File: config.mk
export PLATFORM = sky130hd
export DESIGN_NAME = cmd_axi_bridge
export DESIGN_NICKNAME = d
export VERILOG_FILES = /design/src/hdl/cmd_axi_pkg.sv /design/src/hdl/cmd_arbiter.sv /design/src/hdl/cmd_axi_bridge.sv /design/src/hdl/cmd_axi_master.sv
export SDC_FILE = /design/constraint.sdc
export NUM_CORES = 1
export LEC_CHECK = 0
export ABC_CLOCK_PERIOD_IN_PS = 4100
export BUFFER_PORTS_ARGS = -buffer_cell sky130_fd_sc_hd__buf_2
export CORE_AREA = 2 2 129 131
export CTS_BUF_LIST = sky130_fd_sc_hd__clkbuf_16
export DETAILED_ROUTE_END_ITERATION = 10
export DIE_AREA = 0 0 131 133
export HOLD_SLACK_MARGIN = 0.02
export PLACE_DENSITY = 0.66
export SLEW_MARGIN = 20
export SYNTH_ARGS = -nofsm -noshare
export SYNTH_HDL_FRONTEND = slang
export SYNTH_SLANG_ARGS = --single-unit
File: constraint.sdc
create_clock -name rvx_port_31 -period 4.1 [get_ports rvx_port_31]
set_input_delay 0.82 -clock rvx_port_31 [delete_from_list [all_inputs] [get_ports rvx_port_31]]
set_output_delay 0.82 -clock rvx_port_31 [all_outputs]
set_load 0.03 [all_outputs]
File: src/hdl/cmd_axi_pkg.sv
package cmd_axi_pkg;

	// Command class, only two values are legal
	typedef logic [2:0] cmd_class_t;
	localparam cmd_class_t cls_std = 3'd1;
	localparam cmd_class_t cls_ext = 3'd2;

	localparam int code_w = 3;

	// Result of the class and sub-code decode
	typedef enum logic [1:0] {op_illegal, op_read, op_write} cmd_op_t;

	function automatic cmd_op_t decode_op(input cmd_class_t cls, input logic [code_w-1:0] code);
		cmd_op_t op;
		op = op_illegal;
		case (cls)
			cls_std:
				case (code)
					3'd4, 3'd6: op = op_read;
					3'd0, 3'd1: op = op_write;
					default: op = op_illegal;
				endcase
			cls_ext:
				case (code)
					3'd1: op = op_read;
					3'd0, 3'd7: op = op_write;
					default: op = op_illegal;
				endcase
			default: op = op_illegal;
		endcase
		return op;
	endfunction

	// Size codes, 0 to 2 are single fixed beats, 3 to 6 are word bursts
	typedef logic [2:0] size_code_t;
	localparam size_code_t sz_byte = 3'd0;
	localparam size_code_t sz_half = 3'd1;
	localparam size_code_t sz_word = 3'd2;
	localparam size_code_t sz_incr2 = 3'd3;
	localparam size_code_t sz_incr4 = 3'd4;
	localparam size_code_t sz_incr8 = 3'd5;
	localparam size_code_t sz_incr16 = 3'd6;

	// ****************************************
	// AXI field widths and constants
	// ****************************************
	localparam int axi_len_w = 8;
	localparam int axi_size_w = 3;
	localparam int axi_burst_w = 2;

	localparam logic [axi_burst_w-1:0] burst_fixed = 2'b00;
	localparam logic [axi_burst_w-1:0] burst_incr = 2'b01;
	localparam logic [axi_size_w-1:0] axi_size_4b = 3'd2;

	// AXI length is beats minus one
	localparam logic [axi_len_w-1:0] len_1 = 8'd0;
	localparam logic [axi_len_w-1:0] len_2 = 8'd1;
	localparam logic [axi_len_w-1:0] len_4 = 8'd3;
	localparam logic [axi_len_w-1:0] len_8 = 8'd7;
	localparam logic [axi_len_w-1:0] len_16 = 8'd15;

	// Class, sub-code and size code bits of a tag, the ID comes on top
	localparam int tag_fixed_w = 9;

	typedef enum logic [2:0] {
		st_idle,
		st_rd_addr,
		st_wr_addr,
		st_wr_data,
		st_fault
	} bridge_state_t;

endpackage

File: src/hdl/cmd_arbiter.sv
`timescale 1ns/10ps

module cmd_arbiter #(
	parameter int addr_w = 32,
	parameter int data_w = 32,
	parameter int id_w = 4
) (
	input  logic rvx_port_31,
	input  logic rvx_port_13,

	input  logic src0_req,
	input  cmd_axi_pkg::cmd_class_t src0_class,
	input  logic [cmd_axi_pkg::code_w-1:0] src0_code,
	input  cmd_axi_pkg::size_code_t src0_size,
	input  logic [addr_w-1:0] src0_addr,
	input  logic [id_w-1:0] src0_id,
	input  logic [data_w/8-1:0] src0_strb,
	input  logic [data_w-1:0] src0_wdata,
	output logic src0_ready,

	input  logic src1_req,
	input  cmd_axi_pkg::cmd_class_t src1_class,
	input  logic [cmd_axi_pkg::code_w-1:0] src1_code,
	input  cmd_axi_pkg::size_code_t src1_size,
	input  logic [addr_w-1:0] src1_addr,
	input  logic [id_w-1:0] src1_id,
	input  logic [data_w/8-1:0] src1_strb,
	input  logic [data_w-1:0] src1_wdata,
	output logic src1_ready,

	output logic hold_valid,
	output cmd_axi_pkg::cmd_class_t hold_class,
	output logic [cmd_axi_pkg::code_w-1:0] hold_code,
	output cmd_axi_pkg::size_code_t hold_size,
	output logic [addr_w-1:0] hold_addr,
	output logic [id_w-1:0] hold_id,
	output logic [data_w/8-1:0] hold_strb,
	output logic [data_w-1:0] hold_wdata,
	input  logic hold_release
);

	// High when source 1 took the last grant
	logic last_winner;
	logic take0;
	logic take1;

	// Both sources see the same ready, the holding register has one slot
	assign src0_ready = ~hold_valid;
	assign src1_ready = ~hold_valid;

	// On a collision the source that lost last time wins
	assign take0 = src0_req & src0_ready & (~src1_req | last_winner);
	assign take1 = src1_req & src1_ready & ~take0;

	always_ff @(posedge rvx_port_31 or negedge rvx_port_13)
	begin
		if (!rvx_port_13)
		begin
			hold_valid <= 1'b0;
			last_winner <= 1'b0;
		end
		else if (hold_release)
			hold_valid <= 1'b0;
		else if (take0 | take1)
		begin
			hold_valid <= 1'b1;
			last_winner <= take1;
		end
	end

	// Held request fields
	always_ff @(posedge rvx_port_31)
	begin
		if (take0)
		begin
			hold_class <= src0_class;
			hold_code <= src0_code;
			hold_size <= src0_size;
			hold_addr <= src0_addr;
			hold_id <= src0_id;
			hold_strb <= src0_strb;
			hold_wdata <= src0_wdata;
		end
		else if (take1)
		begin
			hold_class <= src1_class;
			hold_code <= src1_code;
			hold_size <= src1_size;
			hold_addr <= src1_addr;
			hold_id <= src1_id;
			hold_strb <= src1_strb;
			hold_wdata <= src1_wdata;
		end
	end

	// The master may only release a request that is actually held
	a_release_held: assert property (@(posedge rvx_port_31) disable iff (!rvx_port_13)
		hold_release |-> hold_valid);

endmodule

File: src/hdl/cmd_axi_bridge.sv
`timescale 1ns/10ps

module cmd_axi_bridge #(
	parameter int addr_w = 32,
	parameter int data_w = 32,
	parameter int id_w = 4
) (
	input  logic rvx_port_31,
	input  logic rvx_port_13,

	input  logic src0_req,
	input  cmd_axi_pkg::cmd_class_t src0_class,
	input  logic [cmd_axi_pkg::code_w-1:0] src0_code,
	input  cmd_axi_pkg::size_code_t src0_size,
	input  logic [addr_w-1:0] src0_addr,
	input  logic [id_w-1:0] src0_id,
	input  logic [data_w/8-1:0] src0_strb,
	input  logic [data_w-1:0] src0_wdata,
	output logic src0_ready,

	input  logic src1_req,
	input  cmd_axi_pkg::cmd_class_t src1_class,
	input  logic [cmd_axi_pkg::code_w-1:0] src1_code,
	input  cmd_axi_pkg::size_code_t src1_size,
	input  logic [addr_w-1:0] src1_addr,
	input  logic [id_w-1:0] src1_id,
	input  logic [data_w/8-1:0] src1_strb,
	input  logic [data_w-1:0] src1_wdata,
	output logic src1_ready,

	output logic [addr_w-1:0] ar_addr,
	output logic [cmd_axi_pkg::axi_len_w-1:0] ar_len,
	output logic [cmd_axi_pkg::axi_size_w-1:0] ar_size,
	output logic [cmd_axi_pkg::axi_burst_w-1:0] ar_burst,
	output logic ar_valid,
	input  logic ar_ready,

	output logic [addr_w-1:0] aw_addr,
	output logic [cmd_axi_pkg::axi_len_w-1:0] aw_len,
	output logic [cmd_axi_pkg::axi_size_w-1:0] aw_size,
	output logic [cmd_axi_pkg::axi_burst_w-1:0] aw_burst,
	output logic aw_valid,
	input  logic aw_ready,

	output logic [data_w-1:0] w_data,
	output logic [data_w/8-1:0] w_strb,
	output logic w_last,
	output logic w_valid,
	input  logic w_ready,

	output logic rd_issued,
	output logic [cmd_axi_pkg::tag_fixed_w+id_w-1:0] rd_tag,
	output logic wr_done,
	output logic [cmd_axi_pkg::tag_fixed_w+id_w-1:0] wr_tag,
	output logic fault
);

	import cmd_axi_pkg::*;

	// Held request between arbiter and master
	logic hold_valid;
	cmd_class_t hold_class;
	logic [code_w-1:0] hold_code;
	size_code_t hold_size;
	logic [addr_w-1:0] hold_addr;
	logic [id_w-1:0] hold_id;
	logic [data_w/8-1:0] hold_strb;
	logic [data_w-1:0] hold_wdata;
	logic hold_release;

	cmd_arbiter #(
		.addr_w(addr_w),
		.data_w(data_w),
		.id_w(id_w)
	) cmd_arbiter_inst (.*);

	cmd_axi_master #(
		.addr_w(addr_w),
		.data_w(data_w),
		.id_w(id_w)
	) cmd_axi_master_inst (.*);

endmodule

File: src/hdl/cmd_axi_master.sv
`timescale 1ns/10ps

module cmd_axi_master #(
	parameter int addr_w = 32,
	parameter int data_w = 32,
	parameter int id_w = 4
) (
	input  logic rvx_port_31,
	input  logic rvx_port_13,

	input  logic hold_valid,
	input  cmd_axi_pkg::cmd_class_t hold_class,
	input  logic [cmd_axi_pkg::code_w-1:0] hold_code,
	input  cmd_axi_pkg::size_code_t hold_size,
	input  logic [addr_w-1:0] hold_addr,
	input  logic [id_w-1:0] hold_id,
	input  logic [data_w/8-1:0] hold_strb,
	input  logic [data_w-1:0] hold_wdata,
	output logic hold_release,

	output logic [addr_w-1:0] ar_addr,
	output logic [cmd_axi_pkg::axi_len_w-1:0] ar_len,
	output logic [cmd_axi_pkg::axi_size_w-1:0] ar_size,
	output logic [cmd_axi_pkg::axi_burst_w-1:0] ar_burst,
	output logic ar_valid,
	input  logic ar_ready,

	output logic [addr_w-1:0] aw_addr,
	output logic [cmd_axi_pkg::axi_len_w-1:0] aw_len,
	output logic [cmd_axi_pkg::axi_size_w-1:0] aw_size,
	output logic [cmd_axi_pkg::axi_burst_w-1:0] aw_burst,
	output logic aw_valid,
	input  logic aw_ready,

	output logic [data_w-1:0] w_data,
	output logic [data_w/8-1:0] w_strb,
	output logic w_last,
	output logic w_valid,
	input  logic w_ready,

	output logic rd_issued,
	output logic [cmd_axi_pkg::tag_fixed_w+id_w-1:0] rd_tag,
	output logic wr_done,
	output logic [cmd_axi_pkg::tag_fixed_w+id_w-1:0] wr_tag,
	output logic fault
);

	import cmd_axi_pkg::*;

	bridge_state_t state;
	cmd_op_t op;
	logic bad_size;
	logic bad_cmd;
	logic [axi_len_w-1:0] dec_len;
	logic [axi_size_w-1:0] dec_size;
	logic [axi_burst_w-1:0] dec_burst;
	logic [axi_len_w-1:0] len_q;
	logic [axi_size_w-1:0] size_q;
	logic [axi_burst_w-1:0] burst_q;
	logic [axi_len_w-1:0] beat_cnt;
	logic [tag_fixed_w+id_w-1:0] tag;

	// ****************************************
	// Request decode
	// ****************************************
	assign op = decode_op(hold_class, hold_code);

	always_comb
	begin
		dec_len = len_1;
		dec_size = axi_size_4b;
		dec_burst = burst_incr;
		bad_size = 1'b0;
		case (hold_size)
			sz_byte, sz_half, sz_word:
			begin
				// Single beat, size follows the code directly
				dec_burst = burst_fixed;
				dec_size = hold_size;
			end
			sz_incr2: dec_len = len_2;
			sz_incr4: dec_len = len_4;
			sz_incr8: dec_len = len_8;
			sz_incr16: dec_len = len_16;
			default: bad_size = 1'b1;
		endcase
	end

	assign bad_cmd = (op == op_illegal) | bad_size;

	// ****************************************
	// Control FSM
	// ****************************************
	always_ff @(posedge rvx_port_31 or negedge rvx_port_13)
	begin
		if (!rvx_port_13)
			state <= st_idle;
		else
			case (state)
				st_idle:
					if (hold_valid)
					begin
						if (bad_cmd)
							state <= st_fault;
						else if (op == op_read)
							state <= st_rd_addr;
						else
							state <= st_wr_addr;
					end
				st_rd_addr:
					if (ar_ready)
						state <= st_idle;
				st_wr_addr:
					if (aw_ready)
						state <= st_wr_data;
				st_wr_data:
					if (w_ready && w_last)
						state <= st_idle;
				// Fault is sticky until reset
				default: state <= st_fault;
			endcase
	end

	// Burst fields captured when a request leaves idle
	always_ff @(posedge rvx_port_31)
	begin
		if (state == st_idle && hold_valid)
		begin
			len_q <= dec_len;
			size_q <= dec_size;
			burst_q <= dec_burst;
		end
	end

	// Remaining W beats, zero on the last one
	always_ff @(posedge rvx_port_31 or negedge rvx_port_13)
	begin
		if (!rvx_port_13)
			beat_cnt <= '0;
		else if (state == st_idle && hold_valid && op == op_write)
			beat_cnt <= dec_len;
		else if (w_valid && w_ready)
			beat_cnt <= beat_cnt - 1'b1;
	end

	// ****************************************
	// AXI outputs and events
	// ****************************************
	assign ar_addr = hold_addr;
	assign ar_len = len_q;
	assign ar_size = size_q;
	assign ar_burst = burst_q;
	assign ar_valid = (state == st_rd_addr);

	assign aw_addr = hold_addr;
	assign aw_len = len_q;
	assign aw_size = size_q;
	assign aw_burst = burst_q;
	assign aw_valid = (state == st_wr_addr);

	// Every beat repeats the held word and strobes
	assign w_data = hold_wdata;
	assign w_strb = hold_strb;
	assign w_last = (beat_cnt == '0);
	assign w_valid = (state == st_wr_data);

	assign tag = {hold_class, hold_code, hold_id, hold_size};
	assign rd_issued = ar_valid & ar_ready;
	assign rd_tag = tag;
	assign wr_done = w_valid & w_ready & w_last;
	assign wr_tag = tag;
	assign hold_release = rd_issued | wr_done;
	assign fault = (state == st_fault);

	a_one_addr_valid: assert property (@(posedge rvx_port_31) disable iff (!rvx_port_13)
		!(ar_valid && aw_valid));

	// Address must not move while the slave stalls AR
	a_ar_addr_stable: assert property (@(posedge rvx_port_31) disable iff (!rvx_port_13)
		(ar_valid && !ar_ready) |=> $stable(ar_addr));

endmodule

; Yosys cells after proc, flatten, opt, wreduce, memory -nomap -nowiden
; Cells that the tools add are included.
[totals]
register_bits = 107
latchBits = 0
ram_bits = 0
romBits = 0
out_inout_bits = 161
elab_cells = 102
memories = 0
[op_classes]
addsub = 1
n_mul = 0
div_mod_pow = 0
magnitude_cmp = 0
n_eq_ne = 22
shifts = 0
n_mux = 31
bitwise_logic = 15
reduce_logical = 19
[ops]
columns = operator, n
row1 = $mux W32, 4
row2 = $mux W3, 11
row3 = $eq A3 B3 Y1 const B, 7
row4 = $mux W4, 4
row5 = $mux W8, 2
row6 = $pmux W4 S4, 1
row7 = $eq A3 B2 Y1 const B, 5
row8 = $eq A3 B1 Y1 const B, 4
row9 = $pmux W2 S2, 3
row10 = $pmux W3 S4, 1
row11 = $logic_not A3 Y1, 3
row12 = $logic_not A8 Y1, 1
row13 = $sub A8 B1 Y8 const B, 1
row14 = $and A1 B1 Y1, 7
row15 = $reduce_or A7 Y1, 1
row16 = $ne A2 B2 Y1 const B, 3
row17 = $reduce_bool A2 Y1, 3
row18 = $reduce_or A2 Y1, 3
row19 = $logic_and A1 B1 Y1, 4
row20 = $mux W1, 4
row21 = $not A1 Y1, 4
row22 = $or A1 B1 Y1, 4
row23 = $reduce_and A4 Y1, 1
row24 = $reduce_or A3 Y1, 1
row25 = 6 further kinds, 6

; Depth between registers and ports, before layout
; Gate-level depths: netlist of run 1.
[logic_depth]
depth_word = 9
ltp_mapped = 6
mapped_depth_nobuf = 6

; By module
; From an unflattened synthesis of run 1, not the netlist that was laid out.
[hier_totals]
hier_cells = 441
area_unflattened_um2 = 6087.1
[modules_own_cells]
columns = module, n_inst, cells_each, area_per_inst_um2, seq_area_each_um2
row1 = cmd_arbiter, 1, 182, 3849.9, 2482.4
row2 = cmd_axi_master, 1, 259, 2237.1, 515.5

; Least setup slack after synthesis of run 1
; Ideal clock, no wire load.
[synth_timing]
path_type = input to register
from = input src0_req
to = register cmd_arbiter_inst.hold_addr[0], enable pin
setup_ns = 0.523
arrival_ns = 4.274
required_time_ns = 3.577
setup_slack_ns = -0.697
stages = 2
path_buffers = 0
path_cell_list = nor2_1 > nor2_1
[synth_via]
elab_chain_len = 5
[synth_rtl]
columns = element, line_no
row1 = start: declaration, cmd_axi_bridge.sv:11  ; input logic src0_req,
row2 = $and A1 B1 Y1 (*) (2 in a row), cmd_arbiter.sv:52  ; assign take0 = src0_req & src0_ready & (~src1_req | last_winner);
row3 = $not A1 Y1, cmd_arbiter.sv:53  ; assign take1 = src1_req & src1_ready & ~take0;
row4 = $and A1 B1 Y1, cmd_arbiter.sv:53
row5 = $reduce_bool A2 Y1 (no line) (*), n/a
row6 = end signal: assignment, cmd_arbiter.sv:79  ; hold_addr <= src0_addr;
row7 = end signal: assignment, cmd_arbiter.sv:89  ; hold_addr <= src1_addr;
row8 = end: declaration, cmd_arbiter.sv:35  ; output logic [addr_w-1:0] hold_addr,
; Every way passes the cells marked *; elsewhere a longest branch is shown, timed or not.
; A chain may end at the register's enable or synchronous reset.

; Worst setup path in the final report of run 1
[layout_timing]
from = register cmd_axi_master_inst.beat_cnt[0]
to = output wr_done
[layout_via]
elab_chain_len = 2
[layout_rtl]
columns = element, line_no
row1 = start: declaration, cmd_axi_master.sv:60  ; logic [axi_len_w-1:0] beat_cnt;
row2 = start signal: assignment, cmd_axi_master.sv:141  ; beat_cnt <= dec_len;
row3 = start signal: assignment, cmd_axi_master.sv:143  ; beat_cnt <= beat_cnt - 1'b1;
row4 = $logic_not A8 Y1, cmd_axi_master.sv:164  ; assign w_last = (beat_cnt == '0);
row5 = $and A1 B1 Y1, cmd_axi_master.sv:170  ; assign wr_done = w_valid & w_ready & w_last;
row6 = end: declaration, cmd_axi_bridge.sv:53  ; output logic wr_done,
; No other way between the ends.

==> results.py, run 1 <==
metrics = {
    "status": {
        "status": "completed",
    },
    "critical_path": {
        "required_ns": 3.28,
        "crit_family": "simple AND/OR/NAND/NOR gates",
        "critPathLaunchType": "flop",
        "endpoint_kind": "output pin",
        "critical_path.cell_chain": "inv_1 > ha_1 > nor4b_1 > nand4_1 > inv_1 > buf_2",
        "crit_buf_inv": 3,
        "crit_top_cell": "inv_1",
        "arrival_ns": 1.97,
        "worstPathMaxFanout": 4,
        "max_stage_delay_ns": 0.42,
        "crit_type": "reg -> out",
        "crit_slowest_cell": "nor4b_1",
    },
    "hold_path": {
        "hp-class": "in -> async",
    },
    "routing": {
        "vias_per_cell": 4.47,
        "wl_per_cell_um": 15.9,
        "drc_errors": 0,
        "drt-pass1-iter-count": 4,
        "wl_um": 13500,
        "drt_iter0_drc": 143,
        "met2_length_um": 7310,
        "antenna_left": 0,
        "highest_layer": "met4",
        "route.met3.wl_um": 987,
        "drt-met1-wl_um": 4950,
        "vias": 3802,
    },
    "grt": {
        "grt_max_degree": 57,
        "grt_pass1_wl_um": 20100,
        "grt_pass1_vias": 3905,
        "track_usage_pct": 15.2,
        "overflow": 0,
        "antenna_found_initial": 0,
    },
    "clocking": {
        "hold_buffers": 0,
        "numCtsBuffers": 9,
        "cts_num_sinks": 102,
        "cts-root-buf": "clkbuf_16",
        "clk_path_buf_depth": 2,
        "cts_setup_buffers": 0,
        "h-tree-depth": 3,
        "path_clk_slew_ns": 0.07,
        "ctsResizeCount": 0,
        "cts_tree": "yes",
        "clock_latency_ns": 0.35,
    },
    "timing": {
        "worst_pin_slew_ns": 0.853,
        "hold_viol": 0,
        "max_freq_ghz": 0.359,
        "fin_hold_ws_ns": 0.356,
        "final-setup-viol-count": 0,
        "slew_headroom_pct": 43.0,
        "finalMaxSlewViolations": 0,
        "final.period_utilization_pct": 68.0,
        "period_needed_ns": 2.79,
        "rsz0062_at_grt": "no",
        "finClkSkew_ns": 0.00603,
        "fin_ws_ns": 1.31,
        "tns_ns": 0,
    },
    "finish": {
        "fillCellCount": 1550,
        "final_common_cell": "buf_2",
        "antenna_cells": 0,
        "area_growth_pct": 34.1,
        "postLayoutCellArea_um2": 6880,
        "layout_common_cells": "buf_2, edfxtp_1, mux2_2",
        "drive_gt1_share_pct": 68.1,
        "finalNetCount": 796,
    },
    "floorplanning": {
        "initial_core_util_pct": 31.7,
        "ios": 330,
        "num_rows": 47,
        "die_w_um": 131,
        "fp.coreArea_um2": 16200,
        "dieArea_um2": 17400,
        "die_h_um": 133,
    },
    "placed_design": {
        "placed_area_um2": 6560,
        "pre_cts_slack_ns": 1.60,
        "globalplace.congestion": 0.836,
        "dpl.hpwl_um": 10700,
        "io_buffer_count": 319,
    },
    "synth": {
        "synth_edf_count": 89,
        "synth_top_area_share_pct": 52.1,
        "netlist_area_um2": 5130,
        "yosysTopAreaCell": "edfxtp_1",
        "synthDistinctLibCells": 49,
        "async_flop_share_pct": 12.7,
        "syn-instance-count": 359,
        "synth_seq_cells": 102,
        "synthTopCellsByArea": "edfxtp_1, mux2_2, buf_4",
        "yosysWarnings": 0,
        "synth_flop_cell": "edfxtp_1",
        "ys_seq_area_share_pct": 58.4,
        "avgSynthCellArea_um2": 14.3,
    },
    "pwr": {
        "p_per_area_nw_per_um2": 350,
        "p_leak_nw": 3.00,
        "ir_worst_vdd_v": 0.000203,
    },
    "job": {
        "max-cap-violations": 0,
    },
}
flip-flops by register name (all words and copies together), names as in the netlist, 4 cells and up:
register,cells
cmd_axi_master_inst.beat_cnt,8
cmd_arbiter_inst.hold_id,4
cmd_arbiter_inst.hold_addr,32
cmd_arbiter_inst.hold_wdata,32
cmd_axi_master_inst.ar_len,4
cmd_arbiter_inst.hold_strb,4
synth_stat cells (all sizes together) (3+ instances only):
master and n:
o211ai 4, mux2 83, nor3 5, o21ai 5, buf 65, nand2 6
a31oi 3, inv 8, dfrtp 13, clkbuf 11, nor2 11, nand2b 6
and2 4, edfxtp 89, a21oi 3, xnor2 6
power by group:
group          switching, mW  internal, mW
clock network          0.389         0.537
logic                  0.151         0.141
registers             0.0291          1.16
cell families (layout without fill, tap and decap cells):
| kind of cell | after synthesis | in the layout | synth area share (%) |
|---|---|---|---|
| flops | 102 | 102 | 58.4 |
| mux | 84 | 84 | 18.6 |
| buf+inv | 84 | 345 | 11.0 |
| simple gates | 54 | 54 | 6.32 |
| compound gates | 25 | 25 | 3.97 |
| xor+xnor | 7 | 7 | 1.19 |
| fa+ha+maj | 2 | 2 | 0.488 |
| other cells | 1 | 11 | 0.0731 |
per-layer routing:
metal	vias to the layer above	GRT usage, %
met2	181	27.1
met4	0	5.61
met1	1826	17.3
met3	16	3.88
met5	-	0
li1	1779	-
worst register-to-register path: cells and delay by family (launching register included):
family / cells / cell delay, ns
DFF: 1 / 0.50
and+or+nand+nor: 1 / 0.60
AOI/OAI and AO/OA: 2 / 0.72
muxes: 1 / 0.33
layout make-up:
class	instances	area, µm²	area share [%]
flip-flops and latches	102	3000	43.6
repair buffers	321	1640	23.8
multi-input cells	183	1620	23.5
well taps	220	275	4.00
clock buffers	9	225	3.27
clock inverters	7	97.6	1.42
inverters	8	30.0	0.436
path summary, 6_finish.rpt:
kind | from | to | slack, ns | cells after the start
setup reg to reg | cmd_axi_master_inst.state[1] | cmd_axi_master_inst.beat_cnt[0] | 1.83 | 4
hold / removal | rvx_port_13 | cmd_axi_master_inst.beat_cnt[2] | 0.36 | 1
max in group asynchronous | rvx_port_13 | cmd_arbiter_inst.last_winner | 3.50 | 1
hold reg to reg | cmd_arbiter_inst.last_winner | cmd_arbiter_inst.last_winner | 0.56 | 2
min in group rvx_port_31 | cmd_arbiter_inst.last_winner | cmd_arbiter_inst.last_winner | 0.56 | 2
setup / recovery | cmd_axi_master_inst.beat_cnt[0] | wr_done | 1.31 | 6
stage by stage:
step	utilization (%)	total power, mW	cells
floorplan	-	1.40	369
global placement	40.6	1.50	834
detailed placement	40.6	1.51	834
CTS	42.6	2.43	850
global route	42.6	2.51	850
finish	42.6	2.41	850
No activity file was read; power rests on OpenSTA's default activity.
==> run 2: changes to the inputs <==
--- a/config.mk
+++ b/config.mk
@@ -5,12 +5,12 @@
 export SDC_FILE = /design/constraint.sdc
 export NUM_CORES = 1
 export LEC_CHECK = 0
-export ABC_CLOCK_PERIOD_IN_PS = 4100
+export ABC_CLOCK_PERIOD_IN_PS = 2650
 export BUFFER_PORTS_ARGS = -buffer_cell sky130_fd_sc_hd__buf_2
-export CORE_AREA = 2 2 129 131
+export CORE_AREA = 2 2 126 128
 export CTS_BUF_LIST = sky130_fd_sc_hd__clkbuf_16
 export DETAILED_ROUTE_END_ITERATION = 10
-export DIE_AREA = 0 0 131 133
+export DIE_AREA = 0 0 128 130
 export HOLD_SLACK_MARGIN = 0.02
 export PLACE_DENSITY = 0.66
 export SLEW_MARGIN = 20
==> constraint.sdc (replaced) <==
create_clock -name rvx_port_31 -period 2.65 [get_ports rvx_port_31]
set_input_delay 0.53 -clock rvx_port_31 [delete_from_list [all_inputs] [get_ports rvx_port_31]]
set_output_delay 0.53 -clock rvx_port_31 [all_outputs]
set_load 0.03 [all_outputs]
==> run 2 against run 1 <==
  * Non-clock buffer count is 2 higher
  * Hold slack got worse by 0.29 ns
  * Total power rose by 50%
  * Clock-buffer cell count did not move
  * Sequential share of layout area increased by 0.29 points
  * Critical endpoint is now rd_issued
  * Largest cell class unchanged
==> results.py, run 2 (synthesis results as in run 1) <==
metrics = {
    "finish": {
        "final_core_util_pct": 44.3,
        "fillCellCount": 1445,
        "reg.largest.list": "cmd_arbiter_inst.hold_addr: 32 flops, cmd_arbiter_inst.hold_wdata: 32 flops, cmd_axi_master_inst.beat_cnt: 8 flops",
        "finalNetCount": 798,
        "drive_gt1_share_pct": 68.2,
        "antenna_cells": 0,
        "area_growth_pct": 33.3,
        "layout_common_cells": "buf_2, edfxtp_1, mux2_2",
        "postLayoutCellArea_um2": 6840,
        "final_common_cell": "buf_2",
    },
    "critical_path": {
        "crit_slowest_cell": "or3b_2",
        "endpoint_kind": "output pin",
        "arrival_ns": 1.95,
        "critPathLaunchType": "flop",
        "worstPathMaxFanout": 9,
        "rrSetupSlack_ns": 0.39,
        "critical_path.cell_chain": "or2b_1 > or3b_2 > inv_1 > buf_2",
        "crit_type": "reg -> out",
        "reg2reg_from": "cmd_axi_master_inst.state[1]",
        "reg2reg_depth": 4,
        "required_ns": 2.12,
        "reg2reg_to": "cmd_axi_master_inst.beat_cnt[0]",
        "max_stage_delay_ns": 0.51,
    },
    "pwr": {
        "p_per_area_nw_per_um2": 528,
        "p_leak_nw": 2.99,
        "fin_total_pwr_mw": 3.61,
        "ir_worst_vdd_v": 0.000244,
    },
    "timing": {
        "tns_ns": 0,
        "rsz0062_at_grt": "no",
        "fin_hold_ws_ns": 0.0704,
        "finClkSkew_ns": 0.00479,
        "worst_pin_slew_ns": 0.572,
        "period_needed_ns": 2.48,
        "hold_viol": 0,
        "max_freq_ghz": 0.404,
        "finalMaxSlewViolations": 0,
        "slew_headroom_pct": 61.3,
        "final-setup-viol-count": 0,
        "final.period_utilization_pct": 93.4,
    },
    "floorplanning": {
        "die_h_um": 130,
        "initial_core_util_pct": 33.3,
        "num_rows": 46,
        "ios": 330,
        "die_w_um": 128,
        "fp.coreArea_um2": 15400,
        "dieArea_um2": 16600,
    },
    "grt": {
        "track_usage_pct": 14.8,
        "gr-usage-met2_pct": 26.3,
        "grt_pass1_vias": 3725,
        "grt_most_used_layer": "met2",
        "grt_max_degree": 47,
        "antenna_found_initial": 0,
        "met1_usage_pct": 16.4,
        "grtUsageMet3_pct": 3.90,
        "grt_pass1_wl_um": 18800,
        "overflow": 0,
    },
    "routing": {
        "vias": 3756,
        "drc_errors": 0,
        "antenna_left": 0,
        "wl_um": 13100,
        "wl_per_cell_um": 15.9,
        "drt-pass1-iter-count": 4,
        "drt_iter0_drc": 176,
        "vias_per_cell": 4.56,
    },
    "status": {
        "status": "completed",
    },
    "hold_path": {
        "hp-class": "in -> async",
    },
    "placed_design": {
        "dpl.hpwl_um": 10400,
        "io_buffer_count": 319,
        "globalplace.congestion": 0.876,
        "placed_area_um2": 6540,
    },
    "job": {
        "max-cap-violations": 0,
    },
    "clocking": {
        "clock_latency_ns": 0.34,
        "cts_num_sinks": 102,
        "cts-root-buf": "clkbuf_16",
        "h-tree-depth": 3,
        "clk_path_buf_depth": 2,
        "path_clk_slew_ns": 0.07,
        "numCtsBuffers": 9,
        "cts_tree": "yes",
        "cts_setup_buffers": 0,
    },
}
## run 2: routing by layer
metal | share of wire (%) | vias to the layer above
met5 | 0 | -
met4 | 3.3 | 0
met3 | 6.4 | 30
met2 | 53 | 182
met1 | 38 | 1759
li1 | - | 1785
## run 2: power breakdown
part	internal (mW)	total, mW	switching (mW)
Clock	0.726	1.31	0.580
Sequential	1.80	1.85	0.0518
Combinational	0.221	0.458	0.236
## run 2: layout make-up
type                            count  area, µm²  area share, %
Sequential cell                   102       3000           43.8
Tap cell                          192        240           3.51
Multi-Input combinational cell    183       1630           23.8
Timing Repair Buffer              323       1650           24.2
Clock buffer                        9        225           3.29
Inverter                            8       30.0          0.439
Clock inverter                      7       66.3          0.970
## run 2: critical path: cells and delay by family, from the launching register on
kind,cells,cell delay [ns]
and+or+nand+nor,2,0.81
DFF,1,0.49
buffers and inverters,2,0.29
## run 2: repair_timing
item	4_1_cts	5_1_grt
resized for setup	0	1
hold buffers	0	0
endpoints found under the setup margin	0	2
## run 2: worst max-delay path by stage
stage	startpoint	cells past startpoint	end	slack, ns
finish	cmd_axi_master_inst.state[0]	4	rd_issued	0.17
detailed placement	cmd_axi_master_inst.state[1]	4	cmd_axi_master_inst.beat_cnt[0]	0.41
CTS	cmd_axi_master_inst.beat_cnt[0]	6	wr_done	0.07
global route	cmd_axi_master_inst.state[0]	4	rd_issued	0.08
global placement	cmd_axi_master_inst.beat_cnt[0]	6	wr_done	0.51
floorplan	src0_req	2	cmd_arbiter_inst.hold_addr[0]	0.45
## run 2: through the flow
step                cells  setup WS (ns)
floorplan             369          0.454
global placement      808          0.506
detailed placement    808          0.407
CTS                   824         0.0695
global route          824         0.0784
finish                824          0.174
==> run 3: changes to the inputs <==
==> constraint.sdc (replaced) <==
create_clock -name rvx_port_31 -period 2.65 [get_ports rvx_port_31]
set_input_delay 0 -clock rvx_port_31 [delete_from_list [all_inputs] [get_ports rvx_port_31]]
set_output_delay 0 -clock rvx_port_31 [all_outputs]
set_load 0.03 [all_outputs]
==> run 3 against run 2 <==
  * Cell count up 20%
  * Via count grew 21%
  * Sequential power is essentially flat
  * Flip-flop and latch count is the same
  * Hold slack got worse by 0.025 ns
  * Critical endpoint is now cmd_arbiter_inst.hold_wdata[10]
==> results.py, run 3 (synthesis results as in run 1) <==
metrics = {
    "status": {
        "status": "completed",
    },
    "finish": {
        "seqCellArea_um2": 3000,
        "reg.largest.list": "cmd_arbiter_inst.hold_addr: 32 flops, cmd_arbiter_inst.hold_wdata: 32 flops, cmd_axi_master_inst.beat_cnt: 8 flops",
        "area_growth_pct": 65.5,
        "final_core_util_pct": 55.0,
        "postLayoutCellArea_um2": 8490,
        "layout_common_cells": "buf_2, dlygate4sd3_1, edfxtp_1",
        "fillCellCount": 1271,
        "final_common_cell": "buf_2",
        "multi_input_area_um2": 1620,
        "finalNetCount": 963,
        "drive_gt1_share_pct": 54.1,
        "antenna_cells": 0,
    },
    "timing": {
        "worst_pin_slew_ns": 0.614,
        "period_needed_ns": 2.55,
        "rsz0062_at_grt": "no",
        "slew_headroom_pct": 58.5,
        "max_freq_ghz": 0.393,
        "finalMaxSlewViolations": 0,
        "finClkSkew_ns": 0.0106,
        "final-setup-viol-count": 0,
        "fin_hold_ws_ns": 0.0451,
        "hold_viol": 0,
        "tns_ns": 0,
        "final.period_utilization_pct": 96.1,
    },
    "floorplanning": {
        "fp.coreArea_um2": 15400,
        "initial_core_util_pct": 33.3,
        "die_w_um": 128,
        "dieArea_um2": 16600,
        "num_rows": 46,
        "ios": 330,
        "die_h_um": 130,
    },
    "routing": {
        "wl_per_cell_um": 16.3,
        "drc_errors": 0,
        "drt_iter0_drc": 170,
        "vias_per_cell": 4.58,
        "wl_um": 16100,
        "vias": 4534,
        "antenna_left": 0,
        "drt-pass1-iter-count": 6,
    },
    "critical_path": {
        "endpoint_kind": "flop",
        "arrival_ns": 2.64,
        "reg2reg_depth": 5,
        "reg2reg_from": "cmd_arbiter_inst.hold_valid",
        "required_ns": 2.74,
        "worstPathMaxFanout": 39,
        "crit_type": "reg -> reg",
        "cp-startpoint": "cmd_arbiter_inst.hold_valid",
        "rrSetupSlack_ns": 0.10,
        "critPathLaunchType": "flop",
        "reg2reg_to": "cmd_arbiter_inst.hold_wdata[10]",
    },
    "clocking": {
        "ctsResizeCount": 0,
        "clk_path_buf_depth": 2,
        "cts-root-buf": "clkbuf_16",
        "cts_num_sinks": 102,
        "hold_buffers": 164,
        "h-tree-depth": 3,
        "path_clk_slew_ns": 0.07,
        "cts_setup_buffers": 0,
        "numCtsBuffers": 9,
        "clock_latency_ns": 0.35,
        "cts_tree": "yes",
    },
    "placed_design": {
        "globalplace.congestion": 0.810,
        "placed_area_um2": 6540,
        "dpl.hpwl_um": 10400,
        "io_buffer_count": 319,
    },
    "job": {
        "max-cap-violations": 0,
    },
    "pwr": {
        "fin_total_pwr_mw": 3.91,
        "p_per_area_nw_per_um2": 461,
        "p_leak_nw": 3.70,
        "ir_worst_vdd_v": 0.000274,
    },
    "hold_path": {
        "hp-class": "in -> reg",
        "worstHoldStart": "src1_req",
        "holdPathStages": 3,
        "min_to": "cmd_arbiter_inst.last_winner",
    },
    "grt": {
        "gr-usage-met2_pct": 34.9,
        "grt_max_degree": 42,
        "met1_usage_pct": 20.5,
        "antenna_found_initial": 0,
        "grtUsageMet3_pct": 4.18,
        "grt_most_used_layer": "met2",
        "track_usage_pct": 18.7,
        "grt_pass1_vias": 4717,
        "overflow": 0,
        "grt_pass1_wl_um": 24000,
    },
}
[run 3: cell count changes in the layout (fill, tap and decap cells not counted)]
cell	change
nor4b_2	-1
bufinv_16	+1
nor4b_1	+1
buf_12	-1
clkinv_4	-1
inv_6	+1
buf_4	+2
clkinvlp_4	-1
dlygate4sd3_1	+164
[run 3: area by class of cell]
class,count,area share (%)
multi-input cells,183,19.1
repair buffers,488,38.7
inverters,8,0.354
clock inverters,7,1.05
flip-flops and latches,102,35.3
clock buffers,9,2.65
well taps,192,2.83
[run 3: through the flow]
stage                     std cells  setup WS [ns]
after detailed placement        809          0.441
after floorplan                 369          0.531
final                           989          0.103
after global routing            989        0.00827
after CTS                       989          0.141
after global placement          809          0.500
[run 3: power breakdown]
group | total, mW | internal, mW | switching, mW
registers | 1.84 | 1.79 | 0.0468
logic | 0.651 | 0.379 | 0.272
clock network | 1.42 | 0.823 | 0.595
total | 3.91 | 3.00 | 0.914
[run 3: how the worst max path moves through the flow]
stage / to / slack [ns]
CTS: cmd_arbiter_inst.hold_addr[8] / 0.14
global route: cmd_arbiter_inst.hold_wdata[10] / 0.008
floorplan: cmd_arbiter_inst.hold_addr[0] / 0.53
detailed placement: cmd_axi_master_inst.beat_cnt[1] / 0.44
global placement: cmd_axi_master_inst.beat_cnt[0] / 0.50
finish: cmd_arbiter_inst.hold_wdata[10] / 0.10
[run 3: critical path: stages (launching register included)]
cell and delay (ns):
dfrtp_1 0.44, inv_1 0.15, and3_4 0.43, buf_12 0.28, mux2_2 0.38, dlygate4sd3_1 0.60
[run 3: routing by layer]
layer / part of all wire (%) / routed length [µm]
met1: 36 / 5860
met2: 55 / 8860
met3: 5.9 / 945
met4: 2.6 / 423
met5: 0 / 0
